File: config.mk
export PLATFORM = sky130hd
export DESIGN_NAME = icache_ctrl_fsm
export DESIGN_NICKNAME = d
export VERILOG_FILES = /design/src/icache_pkg.sv /design/src/icache_ctrl_fsm.sv
export SDC_FILE = /design/constraint.sdc
export NUM_CORES = 1
export LEC_CHECK = 0
export ABC_CLOCK_PERIOD_IN_PS = 1000
export BUFFER_PORTS_ARGS = -buffer_cell sky130_fd_sc_hd__buf_2
export CAP_MARGIN = 20
export CORE_AREA = 2 2 39 41
export CTS_BUF_LIST = sky130_fd_sc_hd__clkbuf_4 sky130_fd_sc_hd__clkbuf_8
export DETAILED_ROUTE_END_ITERATION = 8
export DIE_AREA = 0 0 41 43
export GPL_TIMING_DRIVEN = 0
export PLACE_DENSITY = 0.3
export SYNTH_ARGS = -nofsm -noshare
export SYNTH_HDL_FRONTEND = slang
export SYNTH_SLANG_ARGS = --single-unit
File: constraint.sdc
create_clock -name Clk -period 1 [get_ports Clk]
set_input_delay 0.1 -clock Clk [delete_from_list [all_inputs] [get_ports Clk]]
set_output_delay 0.1 -clock Clk [all_outputs]
set_load 0.01 [all_outputs]
File: src/icache_pkg.sv
package icache_pkg;

    localparam int ADDR_W = 32;
    localparam int WORD_W = 32;

    // Default geometry, overridden from the top level
    localparam int DEF_NUM_SETS    = 8;
    localparam int DEF_NUM_WAYS    = 4;
    localparam int DEF_BLOCK_WORDS = 4;

    localparam int MEM_CREDITS_MAX = 4;   // Upper bound of credit counter

    typedef struct packed {
        logic              valid;
        logic [ADDR_W-1:0] addr;
    } fetch_req_t;

    typedef struct packed {
        logic              valid;
        logic [WORD_W-1:0] instr;
    } fetch_rsp_t;

    // Block-aligned read request towards memory
    typedef struct packed {
        logic              valid;
        logic [ADDR_W-1:0] addr;
    } mem_req_t;

    typedef struct packed {
        logic              valid;
        logic [WORD_W-1:0] data;
    } mem_beat_t;

    typedef enum logic [1:0] {
        IDLE,
        LOOKUP,
        REQ,
        FILL
    } ctrl_state_t;

endpackage

File: src/icache_ctrl_fsm.sv
`timescale 1ns/1ps

module icache_ctrl_fsm (
    input  logic Clk,
    input  logic arst_n,
    input  logic req_valid,
    input  logic hit,
    input  logic credit_avail,
    input  logic last_beat,
    output logic lookup_en,
    output logic req_fire,
    output logic fill_commit,
    output logic rsp_valid,
    output logic rsp_from_fill,
    output logic busy
);
    import icache_pkg::*;

    ctrl_state_t state;
    ctrl_state_t state_nxt;

    always_ff @(posedge Clk or negedge arst_n) begin
        if (!arst_n) begin
            state <= IDLE;
        end else begin
            state <= state_nxt;
        end
    end

    always_comb begin
        state_nxt     = state;
        lookup_en     = 1'b0;
        req_fire      = 1'b0;
        fill_commit   = 1'b0;
        rsp_valid     = 1'b0;
        rsp_from_fill = 1'b0;

        case (state)
            IDLE: begin
                if (req_valid) begin      // Address already registered
                    lookup_en = 1'b1;
                    state_nxt = LOOKUP;
                end
            end
            LOOKUP: begin
                if (hit) begin
                    rsp_valid = 1'b1;
                    state_nxt = IDLE;
                end else begin
                    state_nxt = REQ;
                end
            end
            REQ: begin
                // Hold here until memory has room for the request
                if (credit_avail) begin
                    req_fire  = 1'b1;
                    state_nxt = FILL;
                end
            end
            FILL: begin
                if (last_beat) begin
                    fill_commit   = 1'b1;
                    rsp_valid     = 1'b1;
                    rsp_from_fill = 1'b1;  // Word comes from refill buffer
                    state_nxt     = IDLE;
                end
            end
            default: state_nxt = IDLE;
        endcase
    end

    // Pending request counts as busy before the lookup starts
    assign busy = (state != IDLE) || req_valid;

endmodule

-- Word level (Yosys, flattened, before mapping)
Index checks and enable logic that the tools add are counted.
- word-level logic and storage cells: 24
- bits in registers: 2
- input port bits: 6
- output and inout port bits: 6
- reduce and logical (&&, ||, !) cells: 4
- mux-type cells: 13
- equal/unequal tests: 6
- operators by type and width (kind ; count):
    $mux 2 ; 4
    $pmux 2 s4 ; 1
    $mux 1 ; 7
    $ne 2x2->1 const B ; 3
    $eq 2x2->1 const B ; 2
    $reduce_and 3->1 ; 1
    $eq 2x1->1 const B ; 1
    $logic_not 2->1 ; 1
    $pmux 1 s2 ; 1
    $reduce_bool 2->1 ; 1
    $logic_or 1x1->1 ; 1

-- Longest topological paths before layout
- word-level depth: 3
- depth in mapped cells: 3
- gate-level depth less buffers: 2

-- Worst setup path before layout
No wires, ideal clock.
- kind: register -> output
- from: register with a tool-made name
- to: output port busy
- cell stages (with the launch flop): 3
- path slack: 0.035 ns
- required time: 0.900 ns
- arrival time: 0.865 ns
- buffers on the path: 1
- path through: dfrtp_1 buf_6 or3_1
- RTL lines (element ; line ; text):
    end, declared ; icache_ctrl_fsm.sv:15 ; output logic busy

-- Final worst setup path
- from: register state[0]
- to: output port busy
- word-level cells in the longest chain between the ends: 2
- ends and longest elaborated chain (element ; line ; text):
    start, declared ; icache_ctrl_fsm.sv:19 ; ctrl_state_t state;
    start signal, assigned ; icache_ctrl_fsm.sv:26 ; state <= state_nxt;
    $reduce_bool 2->1 ; icache_ctrl_fsm.sv:73 ; assign busy = (state != IDLE) || req_valid;
    $logic_or 1x1->1 ; icache_ctrl_fsm.sv:73 ;
Every way passes these cells.

==> metrics.md <==
| Metric | Value |
|---|---|
| Vias in the first global route | 191 |
| GRT Util Overall | 7.41% |
| Final setup vio count | 6 |
| Share of the synthesized area in the top cell type | 33.6% |
| Clk sink count | 2 |
| Part of the power in registers | 24.3% |
| Total global routing overflow | 0 |
| Clk Latency, worst-skew pair | 0.23 ns |
| Commonest non-fill, non-tap cell in the layout | buf_2 |
| Layout cell share with drive strength beyond 1 | 63.6% |
| Final Instance Area | 290 µm² |
| Drt pass-1 iters | 2 |
| Placed cell areas | 224 µm² |
| Num rows | 14 |
| Power Dens Cells | 2790 nW/µm² |
| Crit-path max FO | 4 |
| Syn_area_per_cell | 8.76 µm² |
| Fmax | 0.809 GHz |
| Period utilisation layout | 124% |
| Hold path cells | 2 |
| Die H | 43 µm |
| Clock transition at path regs | 0.03 ns |
| Net Sw Power | 0.296 mW |
| Die X | 41 µm |
| Vias | 185 |
| First-pass GRT wire length | 759 µm |
| H-tree depth | 1 |
| Arr. time, crit path | 1.14 ns |
| Vias per cell | 3.78 |
| RSZ-0062 raised after global routing | yes |
| Outcome | finished, violations left |
| Io pins | 12 |
| Antenna cells | 0 |
| Syn Nets | 23 |
| Starting DRT DRC Count | 1 |
| Crit path kind | register to primary output |
| Clock Skews | 0.00451 ns |
| Largest net degree at the start of global routing | 7 |
| Slew Viols, Final | 0 |
| Post-Syn Instances | 17 |
| CTS buffer count | 3 |
| Port Buffer Count | 11 |
| Peak VDD IR | 0.623 mV |
| Overall Power | 0.809 mW |
| Reg-to-reg slack, setup | 0.04 ns |
| Critical path startpoint category | register |
| Initial Util | 10.8% |
| DR WL/cell | 10.1 µm |
| DRT antenna net count | 0 |
| Final hold vios | 0 |
| Logic pwr share | 52.4% |
| WP data required | 0.90 ns |
| Pleak | 0.144 nW |
| DRC | 0 |
| Commonest cells after routing, fill and taps aside | 9 x buf_2, 4 x buf_6, 3 x clkbuf_4 |
| Mapped Area | 149 µm² |
| Register bit total from synthesis | 2 |
| Final wirelength | 494 µm |
| Worst r2r path cells | 3 |
| Setup ws final | -0.236 ns |
| Cell taking the most area after synthesis | dfrtp_1 |
| Die footprint | 1760 µm² |
| Failing checks | setup timing |
| Post-layout util | 21.0% |
| Antenna violations before repair | 0 |
| Routability cong. | 0.625 |
| Sequential area share after synthesis | 33.6% |
| Netlist cell types | 14 |
| Final Non-Filler Cells | 49 |
| Final nets | 41 |
| Bufs on Longest Clock Path | 2 |
| Switching Fraction | 36.6% |
| Dominant cells by area after synthesis | dfrtp_1 34%, mux2i_1 13%, buf_6 7.6% |
| Placeable Area | 1380 µm² |
| Min Tclk post-route | 1.24 ns |
| CTS tree | yes |
| Placed Cells | 44 |
| Cell internal pwr | 0.513 mW |
| Yosys Warn Count | 0 |
| Clock share of power | 23.3% |
| Root buffer cell | clkbuf_4 |
| Worst slew margin | 90.8% |
| Worst Hold Class | primary input to register |
| Critical path endpoint category | primary output |
| Max-cap violation count | 0 |
| Worst slew pin tran | 0.136 ns |
| Area delta synth->final | 95.0% |
-- synthesized netlist by cell type --
| cell | number |
|---|---|
| nor2_1 | 1 |
| dfrtp_1 | 2 |
| mux2i_1 | 2 |
| o22ai_1 | 1 |
| and3_2 | 1 |
| a21oi_1 | 1 |
| buf_6 | 1 |
| or3_1 | 1 |
| nand2_1 | 2 |
| buf_4 | 1 |
| nand2b_1 | 1 |
| nor3b_1 | 1 |
| nor2b_1 | 1 |
| inv_1 | 1 |
-- per-layer routing --
layer	routed length [µm]	GRT usage [%]
met2	224	8.44
met5	0	0
met4	27	12.0
met1	204	7.99
met3	38	2.09
-- power groups by stage --
stage / Combinational (mW) / Clock (mW) / Sequential [mW]
global placement: 0.342 / 0 / 0.168
floorplan: 0.246 / 0 / 0.157
finish: 0.424 / 0.189 / 0.197
CTS: 0.472 / 0.199 / 0.159
detailed placement: 0.347 / 0 / 0.171
global route: 0.467 / 0.207 / 0.204
-- worst paths after layout --
path | startpoint | to
max in group asynchronous | arst_n | asynchronous set/reset pin
min reg2reg | register | state[0]$_DFFE_PN0P_
max reg2reg | register | state[0]$_DFFE_PN0P_
min in group asynchronous | arst_n | state[0]$_DFFE_PN0P_
max | state[0]$_DFFE_PN0P_ | busy
min | last_beat | state[0]$_DFFE_PN0P_
-- logic make-up (layout without fill, tap and decap cells) --
logic type	Yosys count	after routing	synth area share, %
and+or+nand+nor	8	8	30.3
buffers and inverters	3	19	15.1
AOI/OAI and AO/OA	2	2	7.56
muxes	2	2	13.4
DFF	2	2	33.6
-- per-stage QoR --
stage               TNS [ns]  hold WS (ns)  setup slack [ns]
floorplan                  0        -0.196            0.0355
global placement     -0.0987        -0.113           -0.0591
detailed placement    -0.102        -0.113           -0.0557
CTS                    -1.13        0.0800            -0.270
global route           -1.17         0.113            -0.262
finish                -0.919        0.0880            -0.236
-- cell type report --
cell class	count	area, µm²
Inverter	1	3.75
Fill cell	166	1090
Buffer	1	11.3
Timing Repair Buffer	14	96.3
Clock buffer	3	22.5
Sequential cell	2	52.6
Multi-Input combinational cell	12	83.8
Tap cell	16	20.0
-- worst max-delay path, stage by stage, from the launching register on --
cell,delay [ns]
dfrtp_2,0.42
or3_1,0.34
buf_2,0.14
-- timing repair --
action                     in CTS  in global routing
setup endpoints to repair       6                  7
resized for setup               5                  3
hold buffers                    1                  0
buffers inserted                2                  0
pin swaps                       1                  1
hold endpoints to repair        2                  0
No activity file was read; power rests on OpenSTA's default activity.
