File: config.mk
export PLATFORM = sky130hd
export DESIGN_NAME = refill_counters
export DESIGN_NICKNAME = d
export VERILOG_FILES = /design/src/icache_pkg.sv /design/src/refill_counters.sv
export SDC_FILE = /design/constraint.sdc
export NUM_CORES = 1
export LEC_CHECK = 0
export BUFFER_PORTS_ARGS = -buffer_cell sky130_fd_sc_hd__buf_2
export CORE_AREA = 2 2 39 41
export DETAILED_ROUTE_END_ITERATION = 16
export DIE_AREA = 0 0 41 43
export SYNTH_ARGS = -nofsm -noshare
export SYNTH_HDL_FRONTEND = slang
export SYNTH_SLANG_ARGS = --single-unit
File: constraint.sdc
create_clock -name Clk -period 2.57 [get_ports Clk]
set_input_delay 0.1285 -clock Clk [delete_from_list [all_inputs] [get_ports Clk]]
set_output_delay 0.1285 -clock Clk [all_outputs]
set_load 0.05 [all_outputs]
File: src/icache_pkg.sv
package icache_pkg;

    localparam int ADDR_W = 32;
    localparam int WORD_W = 32;

    // Default geometry, overridden from the top level
    localparam int DEF_NUM_SETS    = 8;
    localparam int DEF_NUM_WAYS    = 4;
    localparam int DEF_BLOCK_WORDS = 4;

    localparam int MEM_CREDITS_MAX = 4;   // Upper bound of credit counter

    typedef struct packed {
        logic              valid;
        logic [ADDR_W-1:0] addr;
    } fetch_req_t;

    typedef struct packed {
        logic              valid;
        logic [WORD_W-1:0] instr;
    } fetch_rsp_t;

    // Block-aligned read request towards memory
    typedef struct packed {
        logic              valid;
        logic [ADDR_W-1:0] addr;
    } mem_req_t;

    typedef struct packed {
        logic              valid;
        logic [WORD_W-1:0] data;
    } mem_beat_t;

    typedef enum logic [1:0] {
        IDLE,
        LOOKUP,
        REQ,
        FILL
    } ctrl_state_t;

endpackage

File: src/refill_counters.sv
`timescale 1ns/1ps

module refill_counters #(
    parameter int BLOCK_WORDS = 4
) (
    input  logic                           Clk,
    input  logic                           arst_n,
    input  logic                           mem_credit,
    input  logic                           req_fire,
    input  logic                           beat_valid,
    output logic                           credit_avail,
    output logic [$clog2(BLOCK_WORDS)-1:0] beat_idx,
    output logic                           last_beat
);
    import icache_pkg::*;

    localparam int CRED_W = $clog2(MEM_CREDITS_MAX + 1);
    localparam int IDX_W  = $clog2(BLOCK_WORDS);

    logic [CRED_W-1:0] credits;

    always_ff @(posedge Clk or negedge arst_n) begin
        if (!arst_n) begin
            credits  <= '0;
            beat_idx <= '0;
        end else begin
            case ({mem_credit, req_fire})
                2'b10: if (credits != CRED_W'(MEM_CREDITS_MAX)) credits <= credits + 1'b1;
                2'b01: credits <= credits - 1'b1;
                default: ;   // Return and spend cancel out
            endcase

            if (req_fire) begin
                beat_idx <= '0;
            end else if (beat_valid) begin
                beat_idx <= beat_idx + 1'b1;
            end
        end
    end

    assign credit_avail = (credits != '0);
    assign last_beat    = beat_valid && (beat_idx == IDX_W'(BLOCK_WORDS - 1));

endmodule

# After elaboration in Yosys (flattened, before gate mapping)
# Cells that the tools add are included.
dict set report totals {
  in_bits 5
  regBits 5
  output_inout_bits 4
  word_cells 19
}
dict set report op_classes {
  n_mux 4
  eq_ne 5
  add_sub_neg 3
  reduce_logical 5
}
# op count
set ops {}
lappend ops {{$pmux 3 s2} 1}
lappend ops {{$eq 2x2->1 const B} 2}
lappend ops {{$mux 2} 2}
lappend ops {{$reduce_bool 2->1} 2}
lappend ops {{$add 3x1->3 const B} 1}
lappend ops {{$mux 3} 1}
lappend ops {{$ne 3x3->1 const B} 1}
lappend ops {{$reduce_bool 3->1} 1}
lappend ops {{$sub 3x1->3 const B} 1}
lappend ops {{$add 2x1->2 const B} 1}
lappend ops {{$eq 2x1->1 const B} 1}
lappend ops {{$ne 2x2->1 const B} 1}
lappend ops {{$reduce_and 2->1} 1}
lappend ops {{$logic_and 1x1->1} 1}

# Logic depth before layout (Yosys ltp)
# Gate-level depths: netlist (run 1).
dict set report depth {
  depth_word 3
  mapped_depth 6
  ltp_nobuf 6
}

# Worst setup path after synthesis (run 1)
# No wires, ideal clock.
dict set report synth_timing {
  path_type {register to register}
  start {reg credits[0]}
  end {reg credits[2]}
  required_time_ps 2476
  path_slack_ps 1138
  arrival_time_ps 1338
  path_buffers 0
  path_stages_with_launch 6
  synth_period_minus_slack_ps 1432
  cell_sequence {dfrtp_1 inv_1 fa_1 nor3b_2 nor3_1 a221oi_2}
}
dict set report synth_between {
  elab_chain_len 3
  word_cells_on_any_way 7
  classes_between {add/sub (2); eq/ne (2); mux (2); reduce/logical (1)}
}
# item line
set synth_rtl {}
lappend synth_rtl {{start, declared} refill_counters.sv:20} ;# logic [CRED_W-1:0] credits;
lappend synth_rtl {{start signal, assigned} refill_counters.sv:28} ;# 2'b10: if (credits != CRED_W'(MEM_CREDITS_MAX)) credits <= credits + 1'b1;
lappend synth_rtl {{start signal, assigned} refill_counters.sv:29} ;# 2'b01: credits <= credits - 1'b1;
lappend synth_rtl {{$add 3x1->3 or $ne 3x3->1 (tied branches)} refill_counters.sv:28}
lappend synth_rtl {{$mux 3 or $ne 2x2->1 (tied branches)} --}
lappend synth_rtl {{$pmux 3 s2 or $reduce_and 2->1 (tied branches)} --}
# Several ways; a longest one is shown, not always the timed one. The select of a mux whose other input is x is not followed.
# A chain may end at the register's enable or synchronous reset.

# Worst setup path after layout (run 1)
# Same ends and word-level chain as after synthesis.

==> results of run 1 <==
==> flip-flops by register name, summed over array words and instances, names as in the netlist <==
register  count
beat_idx      2
credits       3
==> cell usage after synthesis <==
master	count	area, sq um
o21a_1	1	7.51
nor2b_4	1	13.8
nand3_1	1	5.00
mux2i_1	1	10.0
and3b_1	1	8.76
inv_1	4	15.0
a221oi_2	1	15.0
nor3b_2	1	12.5
and2_1	1	6.26
a211oi_1	1	7.51
a21oi_1	1	5.00
nor2_1	2	7.51
or2_0	1	6.26
a32oi_1	1	8.76
ha_1	1	12.5
fa_1	1	20.0
nor3_1	1	5.00
nand2b_1	1	6.26
xnor2_1	1	8.76
o21ai_1	1	5.00
dfrtp_1	5	125
nor2b_1	1	6.26
==> stage by stage <==
stage,cells,area (sq um)
2_1_floorplan,30,318
3_3_place_gp,54,378
3_5_place_dp,54,378
4_1_cts,59,414
5_1_grt,59,414
6_report,59,414
==> metal layers <==
metal	routed length, microns	vias to the layer above
li1	-	128
met5	0	-
met2	275	7
met1	252	127
met3	46	2
met4	20	0
==> logic make-up after synthesis <==
group,after synthesis
fa+ha+maj,2
simple gates,11
mux,1
compound gates,6
buf+inv,4
xor+xnor,1
flops,5
==> worst max-delay path: stages, from the launching register on <==
cell and delay [ns]:
dfrtp_1 0.41, inv_1 0.10, fa_1 0.45, nor3b_2 0.24, nor3_1 0.09, a221oi_2 0.18
==> repair_timing <==
action,4_1_cts,5_1_grt
setup endpoints to repair,0,0
endpoints found under the hold margin,5,0
hold buffers,1,0
==> power by group through the flow <==
stage	clock network [W]	logic, W	registers [W]
final	0.0000942	0.000145	0.000132
after global routing	0.000103	0.000164	0.000135
after CTS	0.0000991	0.000148	0.000132
after detailed placement	0	0.000145	0.000133
after global placement	0	0.000140	0.000132
after floorplan	0	0.000106	0.000137
==> layout make-up <==
| class | instances | share of cell area |
|---|---|---|
| Tap cell | 16 | 0.0483 |
| Sequential cell | 5 | 0.302 |
| Timing Repair Buffer | 9 | 0.121 |
| Multi-Input combinational cell | 21 | 0.429 |
| Inverter | 4 | 0.0363 |
| Clock buffer | 4 | 0.0634 |
==> worst min path at each step <==
stage,depth (start not counted),end,slack (ns)
finish,2,beat_idx[0],0.13
global route,2,beat_idx[0],0.14
CTS,2,beat_idx[0],0.12
detailed placement,1,credits[0],-0.05
global placement,1,beat_idx[0],-0.05
floorplan,0,beat_idx[0],-0.17
==> results.toml, run 1 <==
[detailed_routing]
ant_nets = 0
vias_per_cell = 4.47
drt_iter0_drc = 2
drt-total-wl_microns = 595
drc_errors = 0
wire_per_inst_microns = 10.1
drt-pass1-iter-count = 3
via_count = 264

[floorplan]
core_sq_um = 1380
die_y_microns = 43
die_area_sq_um = 1760
die_w_microns = 41
initial_utilization = 0.230
io_pins = 9
rows = 14

[pwr]
p_seq_frac = 0.356
switching_share = 0.400
finalPower_w = 0.000371
ir_drop_uv = 151
power_switching_w = 0.000148
p_leak_nw = 0.202
powerDensity_nw_per_um2 = 895
power_frac_comb = 0.390
clkPwrFrac = 0.254
power.internal_w = 0.000222

[timing]
fin_crit_sh = 0.607
worst_pin_slew_ns = 0.248
layout_setup_ws_ns = 1.01
clock_skew_ns = 0.0000893
period_needed_ns = 1.56
fmax_mhz = 641
relSlewSlack = 0.836
whs_ns = 0.126
finalHoldViolCount = 0
finalSetupTns_ns = 0
finalSetupViolations = 0
slew_viol_final = 0
rsz0062_at_grt = "false"

[global_route]
grt.total_usage = 0.0959
grt_pass1_vias = 265
grt_pass1_wl_mm = 1.01
grtUsageMet1 = 0.0915
grt_max_degree = 7
met2_usage = 0.134
top_usage_layer = "met2"
grt_remaining_overflow = 0
grtUsageMet3 = 0.0471
antenna_found_initial = 0

[run_status]
outcome = "finished, final reports clean"

[cells_and_area]
nets = 51
fillerInstances = 160
layout_commonest_cell = "buf_2"
diodes = 0
area_delta_synth_final_pct = 30.3
mostFrequentLayoutCells = "buf_2, dfrtp_1, inv_1, clkbuf_4, nor2_1"
layout-drive-gt1-share = 0.326
regArea_sq_um = 125
final_core_util = 0.299
multiInputGateArea_sq_um = 178

[worst_setup_path]
rrSetupSlack_ns = 1.01
path_class = "reg -> reg"
worstSetupStartpoint = "credits[0]"
r2r-end = "credits[2]"
critical_path.endpoint_type = "flop"
cp.arrival_ns = 1.71
cp_max_fo = 5
endpoint = "credits[2]"
cp-start-kind = "flop"
reg2regPathDepth = 5
r2r_start = "credits[0]"
cp.required_ns = 2.72

[yosys]
netlist_area_sq_um = 318
synth_seq_area_share = 0.394
synth_xor_xnor_area_share = 0.0276
syn_inst = 30
ys_seq_elements = 5
synth_mux_area_frac = 0.0315
ys_types = 22
synthesis.nets = 37
synth_top_family_by_area = "simple AND/OR/NAND/NOR gates"
synthAdderAreaFrac = 0.102
synth-compound-area-share = 0.154
yosys_warnings = 0
avgSynthCellArea_sq_um = 10.6
synth-simple-area-share = 0.244

[clocking]
post_cts_resized = 0
cts_buffers = 3
path_clk_slew_ns = 0.05
post_cts_buffers = 0
clockBufferDepth = 2
htree_num_levels = 1
clk_latency_ns = 0.25
cts_tree = "yes"
cts.sinks = 5
root_buffer = "clkbuf_4"

[place]
gp_congestion = 0.656
dp_slack_ns = 1.01
dp_hpwl_microns = 485
io_buffers = 8

[flow_run]
drv_cap = 0

[worst_hold_path]
min_path_type = "in -> reg"
worstHoldStart = "req_fire"
(Power assumes the default switching activity.)
==> inputs of run 2 (changes only) <==
==> constraint.sdc (replaced) <==
create_clock -name Clk -period 1.37 [get_ports Clk]
set_input_delay 0.0685 -clock Clk [delete_from_list [all_inputs] [get_ports Clk]]
set_output_delay 0.0685 -clock Clk [all_outputs]
set_load 0.05 [all_outputs]
==> results.toml, run 2 (same netlist as run 1, synthesis figures left out) <==
[detailed_routing]
via_count = 272
drt-total-wl_microns = 748
drt-pass1-iter-count = 2
wire_per_inst_microns = 11.9
drc_errors = 0
vias_per_cell = 4.32
drt_iter0_drc = 1
ant_nets = 0

[timing]
period_needed_ns = 1.35
slew_viol_final = 0
clock_skew_ns = 0.00695
whs_ns = 0.126
fmax_mhz = 741
finalHoldViolCount = 0
rsz0062_at_grt = "true"
relSlewSlack = 0.833
worst_pin_slew_ns = 0.253
layout_setup_ws_ns = 0.0208
finalSetupViolations = 0
fin_crit_sh = 0.985

[floorplan]
io_pins = 9
die_y_microns = 43
die_w_microns = 41
rows = 14
initial_utilization = 0.230
die_area_sq_um = 1760
core_sq_um = 1380

[global_route]
grt_max_degree = 6
grt.total_usage = 0.110
grtUsageMet3 = 0.0471
antenna_found_initial = 0
grt_remaining_overflow = 0
grt_pass1_vias = 266
grt_pass1_wl_mm = 1.19
grtUsageMet1 = 0.100
met2_usage = 0.178
top_usage_layer = "met2"

[clocking]
clockBufferDepth = 2
clk_latency_ns = 0.24
cts.sinks = 5
path_clk_slew_ns = 0.05
cts_buffers = 3
htree_num_levels = 1
root_buffer = "clkbuf_4"
cts_tree = "yes"

[cells_and_area]
instances_no_fill = 63
area_delta_synth_final_pct = 44.1
layout-drive-gt1-share = 0.468
largest_reg_flops = 3
layout_commonest_cell = "buf_2"
reg_top3 = "credits: 3 flops, beat_idx: 2 flops"
diodes = 0
mostFrequentLayoutCells = "buf_2, dfrtp_1, buf_4, clkbuf_4"
top_register = "credits"
final_area_sq_um = 458
nets = 55

[flow_run]
drv_cap = 0

[place]
place_area_sq_um = 408
place_inst = 57
dp_hpwl_microns = 559
io_buffers = 8
dp_slack_ns = -0.0364
gp_congestion = 0.606

[run_status]
outcome = "finished, final reports clean"

[pwr]
p_leak_nw = 0.222
ir_drop_uv = 511
powerDensity_nw_per_um2 = 1690

[worst_setup_path]
critical_path.endpoint_type = "flop"
cp_max_fo = 2
path_class = "reg -> reg"
cp.required_ns = 1.51
cp-start-kind = "flop"
cp.arrival_ns = 1.49

[worst_hold_path]
min_path_type = "in -> reg"
==> run 2: critical path: stages, from the launching register on <==
cell and delay [ns]:
dfrtp_1 0.36, inv_2 0.05, fa_2 0.38, nor3b_4 0.21
nor3_2 0.07, a221oi_2 0.18
==> run 2: final cells by class <==
type | count | area, sq um
fillers | 141 | 926
multi-input cells | 21 | 191
flip-flops and latches | 5 | 125
repair buffers | 13 | 80.1
clock buffers | 4 | 26.3
well taps | 16 | 20.0
inverters | 4 | 15.0
==> run 2: report_power, final <==
part | switching [W] | internal, W | total [W] | leakage [nW]
registers | 0.0000564 | 0.000195 | 0.000252 | 0.0602
clock network | 0.0000581 | 0.000110 | 0.000168 | 0.0150
logic | 0.000191 | 0.000162 | 0.000353 | 0.147
==> run 2: what timing repair did <==
item | 4_1_cts | 5_1_grt
pin swaps | 3 | 3
hold endpoints to repair | 5 | 0
setup endpoints to repair | 1 | 1
hold buffers | 1 | 0
resized for setup | 2 | 0
setup buffers | 1 | 0
==> run 2: per-layer routing <==
| metal | wire, microns | up-vias |
|---|---|---|
| met4 | 13 | 0 |
| met5 | 0 | - |
| met2 | 417 | 3 |
| met3 | 12 | 2 |
| met1 | 304 | 129 |
| li1 | - | 138 |
==> run 2: per-stage QoR <==
stage,utilization,power (W),TNS (ns)
6_report,0.331,0.000773,0
5_1_grt,0.331,0.000841,-0.0669
4_1_cts,0.331,0.000784,-0.0250
3_5_place_dp,0.295,0.000584,-0.0364
3_3_place_gp,0.295,0.000571,0
2_1_floorplan,-,0.000471,0
==> run 2: final timing paths <==
kind	startpoint	to	slack [ns]	cells after the start
setup / recovery	credits[0]	credits[2]	0.02	5
hold / removal	beat_valid	beat_idx[0]	0.13	3
setup reg to reg	credits[0]	credits[2]	0.02	5
hold reg to reg	beat_idx[1]	beat_idx[1]	0.58	2
max in group asynchronous	arst_n	credits[2]	1.06	2
min in group asynchronous	arst_n	credits[1]	0.17	2
