**config.mk**
```make
export PLATFORM = sky130hd
export DESIGN_NAME = icache_tag_array
export DESIGN_NICKNAME = d
export VERILOG_FILES = /design/src/icache_pkg.sv /design/src/icache_tag_array.sv
export SDC_FILE = /design/constraint.sdc
export NUM_CORES = 1
export LEC_CHECK = 0
export ABC_AREA = 1
export ABC_CLOCK_PERIOD_IN_PS = 5750
export BUFFER_PORTS_ARGS = -buffer_cell sky130_fd_sc_hd__buf_2
export CORE_ASPECT_RATIO = 1.75
export CORE_MARGIN = 3
export CORE_UTILIZATION = 23
export DETAILED_ROUTE_END_ITERATION = 10
export HOLD_SLACK_MARGIN = 0.02
export PLACE_DENSITY = 0.35
export SETUP_SLACK_MARGIN = 0.05
export SLEW_MARGIN = 20
export SYNTH_ARGS = -nofsm -noshare
export SYNTH_HDL_FRONTEND = slang
export SYNTH_SLANG_ARGS = --single-unit
```
**constraint.sdc**
```tcl
create_clock -name Clk -period 5.75 [get_ports Clk]
set_clock_uncertainty 0.15 [all_clocks]
set_input_delay 0.575 -clock Clk [delete_from_list [all_inputs] [get_ports Clk]]
set_output_delay 0.575 -clock Clk [all_outputs]
set_load 0.1 [all_outputs]
```
**src/icache_pkg.sv**
```systemverilog
package icache_pkg;

    localparam int ADDR_W = 32;
    localparam int WORD_W = 32;

    // Default geometry, overridden from the top level
    localparam int DEF_NUM_SETS    = 8;
    localparam int DEF_NUM_WAYS    = 4;
    localparam int DEF_BLOCK_WORDS = 4;

    localparam int MEM_CREDITS_MAX = 4;   // Upper bound of credit counter

    typedef struct packed {
        logic              valid;
        logic [ADDR_W-1:0] addr;
    } fetch_req_t;

    typedef struct packed {
        logic              valid;
        logic [WORD_W-1:0] instr;
    } fetch_rsp_t;

    // Block-aligned read request towards memory
    typedef struct packed {
        logic              valid;
        logic [ADDR_W-1:0] addr;
    } mem_req_t;

    typedef struct packed {
        logic              valid;
        logic [WORD_W-1:0] data;
    } mem_beat_t;

    typedef enum logic [1:0] {
        IDLE,
        LOOKUP,
        REQ,
        FILL
    } ctrl_state_t;

endpackage

```
**src/icache_tag_array.sv**
```systemverilog
`timescale 1ns/1ps

module icache_tag_array #(
    parameter int NUM_SETS    = 8,
    parameter int NUM_WAYS    = 4,
    parameter int BLOCK_WORDS = 4
) (
    input  logic                          Clk,
    input  logic                          arst_n,
    input  logic                          lookup_en,
    input  logic [icache_pkg::ADDR_W-1:0] addr,
    input  logic                          fill_commit,
    output logic                          hit,
    output logic [$clog2(NUM_WAYS)-1:0]   hit_way,
    output logic [$clog2(NUM_WAYS)-1:0]   fill_way
);
    import icache_pkg::*;

    localparam int WAY_W = $clog2(NUM_WAYS);
    localparam int SET_W = $clog2(NUM_SETS);
    localparam int OFF_W = 2 + $clog2(BLOCK_WORDS);
    localparam int TAG_W = ADDR_W - SET_W - OFF_W;

    logic [TAG_W-1:0]    tags   [NUM_SETS][NUM_WAYS];
    logic [NUM_WAYS-1:0] valid  [NUM_SETS];
    logic [WAY_W-1:0]    rr_ptr [NUM_SETS];

    logic [SET_W-1:0] set_idx;
    logic [TAG_W-1:0] tag;
    logic             hit_c;
    logic [WAY_W-1:0] hit_way_c;
    logic             any_invalid;
    logic [WAY_W-1:0] victim_c;
    logic             victim_rr;   // Victim was taken from the pointer

    assign set_idx = addr[OFF_W +: SET_W];
    assign tag     = addr[ADDR_W-1 -: TAG_W];

    always_comb begin
        hit_c       = 1'b0;
        hit_way_c   = '0;
        any_invalid = 1'b0;
        victim_c    = rr_ptr[set_idx];
        // Downward scan leaves the lowest invalid way
        for (int w = NUM_WAYS - 1; w >= 0; w--) begin
            if (valid[set_idx][w] && (tags[set_idx][w] == tag)) begin
                hit_c     = 1'b1;
                hit_way_c = WAY_W'(w);
            end
            if (!valid[set_idx][w]) begin
                any_invalid = 1'b1;
                victim_c    = WAY_W'(w);
            end
        end
    end

    always_ff @(posedge Clk or negedge arst_n) begin
        if (!arst_n) begin
            hit       <= 1'b0;
            victim_rr <= 1'b0;
            for (int s = 0; s < NUM_SETS; s++) begin
                valid[s]  <= '0;
                rr_ptr[s] <= '0;
            end
        end else begin
            if (lookup_en) begin
                hit <= hit_c;
                if (!hit_c) victim_rr <= !any_invalid;
            end
            if (fill_commit) begin
                valid[set_idx][fill_way] <= 1'b1;
                if (victim_rr) begin
                    rr_ptr[set_idx] <= (rr_ptr[set_idx] == WAY_W'(NUM_WAYS - 1)) ?
                                       '0 : rr_ptr[set_idx] + 1'b1;
                end
            end
        end
    end

    always_ff @(posedge Clk) begin
        if (lookup_en) begin
            hit_way <= hit_way_c;
            if (!hit_c) fill_way <= victim_c;
        end
        if (fill_commit) tags[set_idx][fill_way] <= tag;
    end

endmodule

```
Word-level counts from Yosys, hierarchy flattened

Memory sizes are Yosys's and may differ from the RTL's.
Index checks and enable logic that the tools add are counted.

Register bits after elaboration: 54
Bits in latches: 0
Memory bits (writable): 800
Bits in read-only memories: 0
Input bits: 36
Output and inout port bits: 5
Word-level logic and storage cells: 83
Memories: 1

Memories:

| memory | words | bits a word | rd ports | clocked after memory_dff | wr ports | line                   | source |
|---|---|---|---|---|---|---|---|
| tags   | 8     | 100         | 1        | 0                        | 1        | icache_tag_array.sv:24 | `logic [TAG_W-1:0] tags [NUM_SETS][NUM_WAYS];` |

$add $sub $neg: 1
Multiply operators: 0
Div/mod/pow operators: 0
Order comparisons: 6
Equal/unequal tests: 5
Shifts and indexed selects: 0
Mux-type cells: 32
Bitwise gates (word level): 4
Reduce and logical (&&, ||, !) cells: 12

Operator list:

| kind                                                                          | count |
|---|---|
| 25-bit equality test                                                          | 4 |
| 100-bit two-way mux                                                           | 1 |
| 25-bit demux with 2-bit select                                                | 1 |
| 32-bit bitwise OR                                                             | 1 |
| 25-bit two-way mux                                                            | 1 |
| 16-bit bitwise mux                                                            | 1 |
| 2-bit two-way mux                                                             | 8 |
| 4-bit binary-select mux with 3-bit select                                     | 1 |
| 4-bit demux with 3-bit select                                                 | 1 |
| 1-bit two-way mux                                                             | 12 |
| 4-bit two-way mux                                                             | 3 |
| 1-bit logical AND                                                             | 7 |
| 2-bit binary-select mux with 3-bit select                                     | 1 |
| 2-bit demux with 3-bit select                                                 | 1 |
| 2-bit AND reduction                                                           | 3 |
| 4-bit greater-or-equal comparator (second input constant)                     | 1 |
| 4-bit by 1-bit less-than comparator with 1-bit output (second input constant) | 1 |
| 3-bit NOT with 4-bit output                                                   | 1 |
| 3-bit greater-or-equal comparator (second input constant)                     | 1 |
| 2-bit by 3-bit less-than comparator with 1-bit output (second input constant) | 1 |
| 3-bit by 1-bit less-than comparator with 1-bit output (second input constant) | 1 |
| 2-bit NOT with 3-bit output                                                   | 1 |
| 2-bit by 1-bit adder with 2-bit output (second input constant)                | 1 |
| 1-bit demux with 2-bit select                                                 | 1 |
| other kinds (5)                                                               | 5 |

Longest topological paths before layout

Gate-level depths: netlist (run 1).

Depth in word-level cells: 11
Mapped depth: 21

Worst setup path after synthesis (run 1)

No wires, ideal clock.

Path kind: reg2reg
From: register fill_way[0]
To: memory tags[7][0] (netlist name), enable pin
Setup time: 0.408 ns
Arrival: 2.555 ns
Data required time: 5.192 ns
Setup slack: 2.637 ns
Stages on the path, launching flop included: 3
Buffers on the path: 0
Cells stage by stage: edfxtp_1 nand3_1 nor2_1

Longest elaborated chain between the ends: 6
Elaborated cells on any way between the ends: 7
Classes of those cells: 2 x order compare; 3 x mux; 1 x bitwise; 1 x reduce/logical

RTL lines:

| item                                                                                                                                    | line                   | source |
|---|---|---|
| from (decl)                                                                                                                             | icache_tag_array.sv:15 | `output logic [$clog2(NUM_WAYS)-1:0] fill_way` |
| from (signal assigned)                                                                                                                  | icache_tag_array.sv:83 | `if (!hit_c) fill_way <= victim_c;` |
| 2-bit NOT with 3-bit output (not written as such) (*)                                                                                   | icache_tag_array.sv:85 | `if (fill_commit) tags[set_idx][fill_way] <= tag;` |
| 3-bit greater-or-equal comparator (not written as such) / 3-bit by 1-bit less-than comparator with 1-bit output (equally long branches) | icache_tag_array.sv:85 |  |
| 1-bit logical AND (not written as such)                                                                                                 | icache_tag_array.sv:85 |  |
| 25-bit two-way mux (not written as such)                                                                                                | icache_tag_array.sv:85 |  |
| 25-bit demux with 2-bit select (*)                                                                                                      | icache_tag_array.sv:85 |  |
| 100-bit two-way mux (not written as such) (*)                                                                                           | icache_tag_array.sv:85 |  |
| to (decl)                                                                                                                               | icache_tag_array.sv:24 |  |

Mark *: on every way between the ends. The rest lies on a longest branch, timed or not.

Worst setup path in the final report (run 1)

From: input addr[4] (netlist name)
To: register fill_way[0], enable pin

Longest elaborated chain between the ends: 11
Elaborated cells on any way between the ends: 19
Classes of those cells: 4 x eq/ne; 7 x mux; 2 x bitwise; 5 x reduce/logical; 1 x memory

RTL lines:

| item                                                       | line                   | source |
|---|---|---|
| from (decl)                                                | icache_tag_array.sv:11 | `input logic [icache_pkg::ADDR_W-1:0] addr,` |
| branches (longest 8 deep; another with memory 8 x 100 bit) | --                     |  |
| 1-bit two-way mux (*)                                      | icache_tag_array.sv:46 | `if (valid[set_idx][w] && (tags[set_idx][w] == tag)) begin` |
| 1-bit NOT (no line) (*)                                    | --                     |  |
| 2-bit AND reduction (no line) (*)                          | --                     |  |

Mark *: on every way between the ends. The select of a mux whose other input is x is not followed.
A chain may end at the register's enable or synchronous reset.

==> results.ini, run 1 <==
[outcome]
status=finished, final reports clean

[logic_synthesis]
yosys_warnings=0
netlist.area_leader.share_pct=65.4
ys_seq_elements=854
yosysTopAreaCell=edfxtp_1
syn_nets=3708
ys_top_cells_by_area=edfxtp_1 (65%), nand2_1 (17%), dfrtp_1 (3.4%)
syn_area_um2=36900
syn_area_per_cell_um2=10.1
synthCells=3671
seq_area_frac_synth_pct=68.8
ys_types=34

[placement]
place_ws_ns=1.05
gp_congestion=0.780
hpwl_um=86200
portBuffers=36
dp_cells=5718

[detailed_routing]
drcViolationCount=0
first_iter_violations=1704
drt_wl_total_um=138000
via_per_inst=4.24
num_vias=24900
top_layer_used=met4
wl_met1_um=54800
postRouteAntennaNets=0
wl_per_cell_um=23.5
firstDrtPassIters=5
met2_length_um=76000
met3_length_um=3240

[sta]
setup_slack_ns=1.81
rsz0062_at_grt=no
slew_viol_final=0
min_period_ns=3.94
worst_pin_slew_ns=1.13
slew_headroom_pct=24.8
hold_viol=0
setup_tns_ns=0
period_share_pct=68.5
hold-worst-slack_ns=0.104
maxClockFrequency_mhz=254
finalSetupViolations=0

[cts]
cts_buffers=84
clock_sinks=854
cts.repair.resized=0
htreeDepth=3
clockRootBuffer=clkbuf_16
clock_path_buffers=3
clkTransAtPathRegs_ns=0.06
insertion_delay_ns=0.67
cts_setup_buffers=0
tritoncts=yes

[worst_setup_path]
setup.worst_path.class=primary input to flip-flop
crit_fanout=97
startpoint_type=primary input
crit_path_end_kind=flip-flop
required_ns=6.04
arrival_ns=4.23

[global_route]
grt_pass1_wl_um=192000
grt_util_all_layers_pct=16.5
grt_pass1_vias=24400
antenna_found_initial=3
overflow=0
grt_max_degree=105

[die]
num_io_pins=41
core_um2=159000
initial_core_util_pct=23.3
die_w_um=309
fp.dieArea_um2=166000
die_h_um=536
rows=193

[cells_and_area]
syn2layout_area_growth_pct=16.0
drive_gt1_share_pct=9.08
instances_no_fill=5870
nets=3797

[min_path]
hold_class=primary input to flip-flop

[power]
power.switching_mw=3.41
p_int_mw=10.2
switching_share_pct=25.1
p_comb_share_pct=8.4
ir_worst_vdd_mv=0.243
p_per_area_nw_per_um2=317
power_frac_seq_pct=51.1
p_leak_nw=17.5
pwr-share-clk_pct=40.5

[flow_run]
maxCapViolCount=0

## area by class of cell
cell class	instances	area (µm²)
multi-input cells	2376	9840
fillers	16500	116000
clock buffers	113	2290
clock inverters	35	295
inverters	299	1140
flip-flops and latches	854	25400
diodes	1	2.50
repair buffers	145	1270
well taps	2047	2560
## final timing paths
| path | cells past startpoint | slack (ns) | start | endpoint |
|---|---|---|---|---|
| setup / recovery | 14 | 1.81 | addr[4] | fill_way[0] |
| hold / removal | 1 | 0.10 | addr[15] | tags[6][83] |
| setup reg to reg | 3 | 2.72 | fill_way[0] | tags[0][20] |
| hold reg to reg | 2 | 0.31 | valid[5] | valid[5] |
| max in group asynchronous | 3 | 4.54 | arst_n | valid[9] |
| min in group asynchronous | 3 | 0.42 | arst_n | valid[11] |
## timing repair
action | in CTS | in global routing
hold buffers | 3 | 0
endpoints found under the setup margin | 0 | 0
hold endpoints to repair | 57 | 0
## power groups by stage
stage | sequential, mW | clock, mW | combinational (mW)
after global routing | 6.94 | 5.86 | 1.25
after detailed placement | 7.07 | 0 | 1.17
final | 6.93 | 5.49 | 1.14
after global placement | 7.07 | 0 | 1.17
after CTS | 6.93 | 5.66 | 1.18
after floorplan | 7.08 | 0 | 0.575
## cells in the mapped netlist
cell and n:
dfrtp_1 50, o21ai_0 91, or2_2 45, a21oi_1 16, a21boi_0 1, nor2_4 6, or2_1 4, buf_2 78
nand4_1 4, a31oi_1 1, nand2_2 3, nor2_1 266, inv_4 2, o2111ai_1 1, nand2_1 1715, a221oi_1 3
xor2_1 4, nor2_2 3, nand3b_1 2, buf_4 34, inv_2 2, clkbuf_1 8, nor3_1 7, a22oi_1 2
edfxtp_1 804, ha_1 1, nand3_1 187, o21ai_1 8, inv_1 295, o211ai_1 5, and2_1 1, buf_1 16
buf_6 5, clkbuf_2 1
## per-stage QoR
stage               cell area [µm²]  power (mW)  util [%]
CTS                           42800        13.8      27.0
floorplan                     36900        7.66         -
global placement              40200        8.24      25.3
detailed placement            40200        8.24      25.3
global route                  42800        14.1      27.0
finish                        42800        13.6      27.0
## cell families (layout without fill, tap and decap cells)
kind of cell    Yosys count  in the layout  synth area share [%]
other cells               0              1                     0
flops                   854            854                  68.8
compound gates          128            128                  1.83
xor+xnor                  4              4                0.0949
fa+ha+maj                 1              1                0.0339
simple gates           2243           2243                  24.0
buf+inv                 441            592                  5.21
## per-layer routing
metal | vias up | global-route usage (%)
met5 | - | 0
met4 | 0 | 5.01
met3 | 140 | 1.47
met2 | 365 | 32.0
met1 | 12400 | 19.0
li1 | 12000 | -
## flip-flops by register name, indices dropped and copies added, names as in the netlist
name and flops:
fill_way 2, rr_ptr 16, hit 1, valid 32, tags 800, victim_rr 1, hit_way 2
## placed cells by master, fill, tap and decap left out, drive strengths merged, types with 2 or more instances in the layout
cell and count:
or2 49, edfxtp 804, clkinvlp 3, nand3b 2
nand4 4, o21ai 99, a21oi 16, clkbuf 113
nor2 275, clkinv 27, dlygate4sd3 3, buf 142
o211ai 5, dfrtp 50, inv 300, nand2 1718
nand3 187, nor3 7, a221oi 3, a22oi 2
bufinv 4, xor2 4
## worst max-delay path, cell delays in order
cell,delay (ns)
buf_8,0.25
clkinv_8,0.46
nor2_1,0.80
buf_4,0.29
nand2_1,0.06
o21ai_0,0.07
nand3b_1,0.22
nand3_1,0.12
nor2_1,0.32
nand3_1,0.15
nor2_1,0.39
nor2_1,0.21
nand2_1,0.15
inv_2,0.06
(Power assumes the default switching activity.)
==> run 2: changes to the inputs <==
Settings changed: ABC_CLOCK_PERIOD_IN_PS 5750 to 3300, PLACE_DENSITY 0.35 to 0.36.
Clock period 5.75 ns to 3.3 ns, I/O delays scaled along.
==> run 2 against run 1 <==
Net effect:
- sequential share of layout area fell by 2.8 points
- worst hold slack worse by 0.043 ns
- global-route usage up 0.33 points
- worst setup slack worse by 1.5 ns
- first-iteration DRC count decreased by 11%
- core utilization grew 1.4 points
- non-clock buffer count is 185 higher
- via count increased by 3.0%
- critical path depth up 5
- total power up 78%
- largest cell class unchanged
==> results.ini, run 2 (synthesized netlist as in run 1, its figures left out) <==
[min_path]
hold_class=primary input to asynchronous set/reset pin

[detailed_routing]
firstDrtPassIters=5  ; unchanged
drt_wl_total_um=140000  ; +1.6%
first_iter_violations=1520  ; -11%
drcViolationCount=0  ; unchanged
num_vias=25600  ; +3.0%
wl_per_cell_um=23.1  ; -1.5%
via_per_inst=4.23  ; -0.19%
postRouteAntennaNets=0  ; unchanged

[global_route]
overflow=0  ; unchanged
grt_pass1_vias=25700  ; +5.2%
grt_use_met2_pct=33.2  ; +1.2 points
antenna_found_initial=2  ; -1
met3_usage_pct=1.57  ; +0.099 points
top_usage_layer=met2
use_met1_pct=18.7  ; -0.22 points
grt_util_all_layers_pct=16.9  ; +0.33 points
grt_max_degree=74  ; -30%
grt_pass1_wl_um=196000  ; +2.2%

[sta]
worst_pin_slew_ns=0.672  ; -0.453 ns
slew_headroom_pct=55.1  ; +30 points
rsz0062_at_grt=no
finalSetupViolations=0  ; unchanged
hold_viol=0  ; unchanged
maxClockFrequency_mhz=336
hold-worst-slack_ns=0.0612  ; -0.0428 ns
min_period_ns=2.98
slew_viol_final=0  ; unchanged
period_share_pct=90.2

[outcome]
status=finished, final reports clean

[cts]
clockRootBuffer=clkbuf_16
cts.repair.resized=0  ; unchanged
insertion_delay_ns=0.70  ; +0.03 ns
clock_path_buffers=3  ; unchanged
tritoncts=yes
clkTransAtPathRegs_ns=0.06  ; about the same
cts_buffers=83  ; -1.2%
clock_sinks=854  ; unchanged
htreeDepth=3  ; unchanged

[worst_setup_path]
crit_fanout=7  ; -93%
startpoint_type=primary input
crit_path_end_kind=flip-flop
crit_path_max_incr_delay_ns=0.42  ; -0.38 ns
required_ns=3.60  ; -2.44 ns
setup.worst_path.class=primary input to flip-flop
arrival_ns=3.27  ; -0.96 ns
path_cells=buf_2 -> inv_2 -> nand2_2 -> nor2_1 -> buf_4 -> nand2_1 -> nand2_1 -> nor2_1 -> nand2_1 -> nand2_1 -> nand2_1 -> nand3_1 -> nor2_1 -> nand3_1 -> nor2_1 -> buf_4 -> nor2_1 -> nand2_1 -> inv_2
crit_path_frequent_cell=nand2_1
slowest_stage=nor2_1

[die]
die_h_um=536  ; unchanged
num_io_pins=41  ; unchanged
fp.dieArea_um2=166000  ; unchanged
core_um2=159000  ; unchanged
rows=193  ; unchanged
initial_core_util_pct=23.3  ; unchanged
die_w_um=309  ; unchanged

[cells_and_area]
top_regs=tags x800, valid x32, rr_ptr x16
largest-register=tags
nets=3981  ; +4.8%
final_common_cell=nand2_1
largest_register_ff_count=800  ; unchanged
syn2layout_area_growth_pct=21.8
layout_common_cells=nand2_1 (1,714), edfxtp_1 (804), inv_1 (294)
drive_gt1_share_pct=12.9  ; +3.8 points

[placement]
gp_congestion=0.781  ; +0.21%
hpwl_um=93000  ; +8.0%
portBuffers=36  ; unchanged

[power]
total_power_mw=24.2  ; +78%
ir_worst_vdd_mv=0.307  ; +26%
p_per_area_nw_per_um2=538  ; +70%
p_leak_nw=18.6  ; +6.5%

[flow_run]
maxCapViolCount=0  ; unchanged

## run 2: cell count changes in the layout (fill, tap and decap cells not counted), moves of 2 or more
cell and change:
buf_12 +49, clkinv_2 +2, buf_4 +118, clkinvlp_4 -3, dlygate4sd3_1 +18, clkbuf_16 -2, bufinv_16 +5
## run 2: worst max-delay path, delay by kind of cell
family,cells,cell delay [ns]
buffers and inverters,5,0.92
and+or+nand+nor,14,1.98
## run 2: final timing paths
check | to | from | slack (ns) | depth (start not counted)
max | fill_way[1] | addr[6] | 0.32 | 19
min reg2reg | valid[5] | valid[5] | 0.31 | 2
min in group Clk | tags[1][87] | addr[19] | 0.07 | 2
max reg2reg | fill_way[1] | tags[1][75] | 0.43 | 16
min | valid[11] | arst_n | 0.06 | 2
max in group asynchronous | valid[2] | arst_n | 2.30 | 3
## run 2: layout make-up
class                   instances  area (µm²)
multi-input cells            2376        9840
clock buffers                 111        2250
clock inverters                39         438
diodes                          1        2.50
fillers                     16400      114000
repair buffers                330        3320
flip-flops and latches        854       25400
inverters                     299        1140
well taps                    2047        2560
## run 2: routing by layer
metal | part of all wire, % | up-vias
li1 | - | 12400
met1 | 39 | 12700
met2 | 56 | 382
met3 | 2.4 | 149
met4 | 3.0 | 0
met5 | 0 | -
## run 2: what timing repair did
item	4_1_cts	5_1_grt
hold buffers	21	0
endpoints found under the hold margin	364	0
buffers inserted	0	0
## run 2: metrics by stage
| stage | TNS [ns] | util [%] | cell area, µm² | setup WS, ns | instances |
|---|---|---|---|---|---|
| final | 0 | 28.3 | 44900 | 0.325 | 6057 |
| after global routing | 0 | 28.3 | 44900 | 0.156 | 6057 |
| after CTS | 0 | 28.3 | 44900 | 0.365 | 6056 |
| after detailed placement | -1.85 | 26.5 | 42000 | -0.371 | 5885 |
| after global placement | -1.95 | 26.5 | 42000 | -0.387 | 5885 |
| after floorplan | 0 | - | 36900 | 0.187 | 3671 |
## run 2: power by group
| part | internal (mW) | total [mW] | switching [mW] |
|---|---|---|---|
| clock | 5.51 | 9.86 | 4.34 |
| combinational | 0.693 | 2.24 | 1.55 |
| sequential | 12.0 | 12.1 | 0.0619 |
==> run 3: changes to the inputs <==
==> constraint.sdc (replaced) <==
create_clock -name Clk -period 3.3 [get_ports Clk]
set_clock_uncertainty 0.15 [all_clocks]
set_input_delay 0 -clock Clk [delete_from_list [all_inputs] [get_ports Clk]]
set_output_delay 0 -clock Clk [all_outputs]
set_load 0.05 [all_outputs]
==> run 3 against run 2 <==
Net effect:
- design area is 1.4% lower
- flip-flop and latch count stayed put
- combinational power is 4% lower
- sequential share of layout area is 0.81 points higher
- register-to-register slack worse by 0.02 ns
==> results.ini, run 3 (synthesized netlist as in run 1, its figures left out) <==
[die]
fp.dieArea_um2=166000  ; unchanged
die_h_um=536  ; unchanged
initial_core_util_pct=23.3  ; unchanged
core_um2=159000  ; unchanged
die_w_um=309  ; unchanged
num_io_pins=41  ; unchanged
rows=193  ; unchanged

[worst_setup_path]
crit_path_end_kind=flip-flop
worstReg2RegEnd=fill_way[0]
cp_top_family=simple AND/OR/NAND/NOR gates
r2r_setup_slack_ns=0.41  ; -0.02 ns
crit_path_max_incr_delay_ns=0.49  ; +0.07 ns
required_ns=3.54  ; -0.06 ns
path_cells=nand2_1 -> nand2_1 -> nand2_1 -> nand2_1 -> nand2_1 -> nand2_1 -> o21ai_0 -> nor2_1 -> nand2_1 -> nor2_1 -> nand2_1 -> nor2_1 -> buf_4 -> nor2_1 -> nand2_1 -> inv_2
crit_path_frequent_cell=nand2_1
setup.worst_path.class=flip-flop to flip-flop
startpoint_type=flip-flop
slowest_stage=o21ai_0
worstReg2RegStart=tags[6][75]
rr_worst_depth=16  ; unchanged
critPathBufInv=2  ; -3
arrival_ns=3.13  ; -0.14 ns
crit_fanout=3  ; -4

[sta]
hold-worst-slack_ns=0.0653  ; +0.00416 ns
setup_slack_ns=0.407  ; +0.0824 ns
min_period_ns=2.89  ; -0.0824 ns
maxClockFrequency_mhz=346  ; +2.8%
worst_pin_slew_ns=0.686  ; +0.0138 ns
rsz0062_at_grt=no
finalSetupViolations=0  ; unchanged
slew_headroom_pct=54.3  ; -0.87 points
period_share_pct=87.7  ; -2.5 points
hold_viol=0  ; unchanged
slew_viol_final=0  ; unchanged
setup_tns_ns=0  ; unchanged

[power]
p_comb_share_pct=8.9  ; -0.4 points
p_leak_nw=18.3  ; -1.9%
ir_worst_vdd_mv=0.367  ; +20%
power_frac_seq_pct=50.5  ; +0.5 points
p_int_mw=18.0  ; -1.5%
power.switching_mw=5.96  ; about the same
p_per_area_nw_per_um2=540  ; +0.29%
pwr-share-clk_pct=40.5  ; -0.3 points
switching_share_pct=24.9  ; +0.30 points
total_power_mw=23.9  ; -1.1%

[detailed_routing]
via_per_inst=4.24  ; +0.24%
first_iter_violations=1560  ; +2.6%
postRouteAntennaNets=0  ; unchanged
num_vias=25400  ; -0.72%
drcViolationCount=0  ; unchanged
drt_wl_total_um=140000  ; about the same
wl_per_cell_um=23.3  ; +0.95%
firstDrtPassIters=5  ; unchanged

[cts]
cts_setup_buffers=0  ; unchanged
htreeDepth=3  ; unchanged
clkTransAtPathRegs_ns=0.07  ; about the same
insertion_delay_ns=0.70  ; about the same
cts_buffers=84  ; +1.2%
clockRootBuffer=clkbuf_16
clock_sinks=854  ; unchanged
holdBufCountCts=31  ; +48%
clock_path_buffers=3  ; unchanged
cts.repair.resized=0  ; unchanged
tritoncts=yes

[cells_and_area]
layout_common_cells=nand2_1 (1,714), edfxtp_1 (804), inv_1 (294)
register_area_um2=25400  ; unchanged
largest_register_ff_count=800  ; unchanged
top_regs=tags x800, valid x32, rr_ptr x16
num-fill-cells=16400  ; +0.42%
final_common_cell=nand2_1
drive_gt1_share_pct=11.4  ; -1.5 points
multi_input_area_um2=9840  ; unchanged
nets=3920  ; -1.5%
largest-register=tags
design_area_um2=44300  ; -1.4%
syn2layout_area_growth_pct=20.1

[global_route]
grt_util_all_layers_pct=16.8  ; -0.071 points
antenna_found_initial=2  ; unchanged
grt_pass1_wl_um=195000  ; -0.64%
grt_max_degree=59  ; -20%
overflow=0  ; unchanged
grt_pass1_vias=25100  ; -2.2%

[flow_run]
maxCapViolCount=0  ; unchanged

[min_path]
min_to=tags[3][11]
hold_class=primary input to flip-flop
hold_depth=2
min_from=addr[18]

[placement]
place_ws_ns=0.0497  ; +0.420 ns
hpwl_um=89400  ; -3.9%
portBuffers=36  ; unchanged
dpl_cell_area_um2=41300  ; -1.7%
gp_congestion=0.764  ; -2.3%

[outcome]
status=finished, final reports clean

-- run 3: cell count changes in the layout (fill, tap and decap cells not counted), sizes merged --
cell         change
bufinv           -4
clkbuf           -6
dlygate4sd3      +9
buf             -71
clkinv          +14
-- run 3: worst max path at each step --
stage          cells after the start  slack, ns         from           to
2_1_floorplan                      4       0.57  fill_way[1]  tags[7][50]
3_3_place_gp                      17       0.06      addr[5]   hit_way[0]
3_5_place_dp                      17       0.05      addr[5]  fill_way[0]
4_1_cts                           16       0.49  tags[6][75]  fill_way[0]
5_1_grt                           16       0.26  tags[2][75]  fill_way[1]
6_report                          16       0.41  tags[6][75]  fill_way[0]
-- run 3: power groups by stage --
| stage | Combinational, mW | Clock (mW) | Sequential [mW] |
|---|---|---|---|
| 2_1_floorplan | 1.00 | 0 | 12.3 |
| 3_3_place_gp | 2.17 | 0 | 12.3 |
| 3_5_place_dp | 2.17 | 0 | 12.3 |
| 4_1_cts | 2.21 | 9.95 | 12.1 |
| 5_1_grt | 2.34 | 10.4 | 12.1 |
| 6_report | 2.14 | 9.69 | 12.1 |
-- run 3: metal layers --
metal / vias to the layer above / track usage, % / wire, µm
met5: - / 0 / 0
met2: 362 / 33.2 / 78700
met1: 12700 / 18.5 / 53600
li1: 12300 / - / -
met3: 144 / 1.71 / 3540
met4: 0 / 5.20 / 4040
-- run 3: layout make-up --
cell class	count	share of cell area, %
multi-input combinational	2376	22.2
clock inverter	49	0.864
tap	2047	5.78
antenna	1	0.00565
timing repair buffer	268	6.10
inverter	299	2.57
clock buffer	105	5.16
sequential	854	57.3
-- run 3: through the flow --
| stage | utilization (%) | instances |
|---|---|---|
| 5_1_grt | 27.9 | 5999 |
| 4_1_cts | 27.9 | 5998 |
| 2_1_floorplan | - | 3671 |
| 6_report | 27.9 | 5999 |
| 3_3_place_gp | 26.0 | 5813 |
| 3_5_place_dp | 26.0 | 5813 |
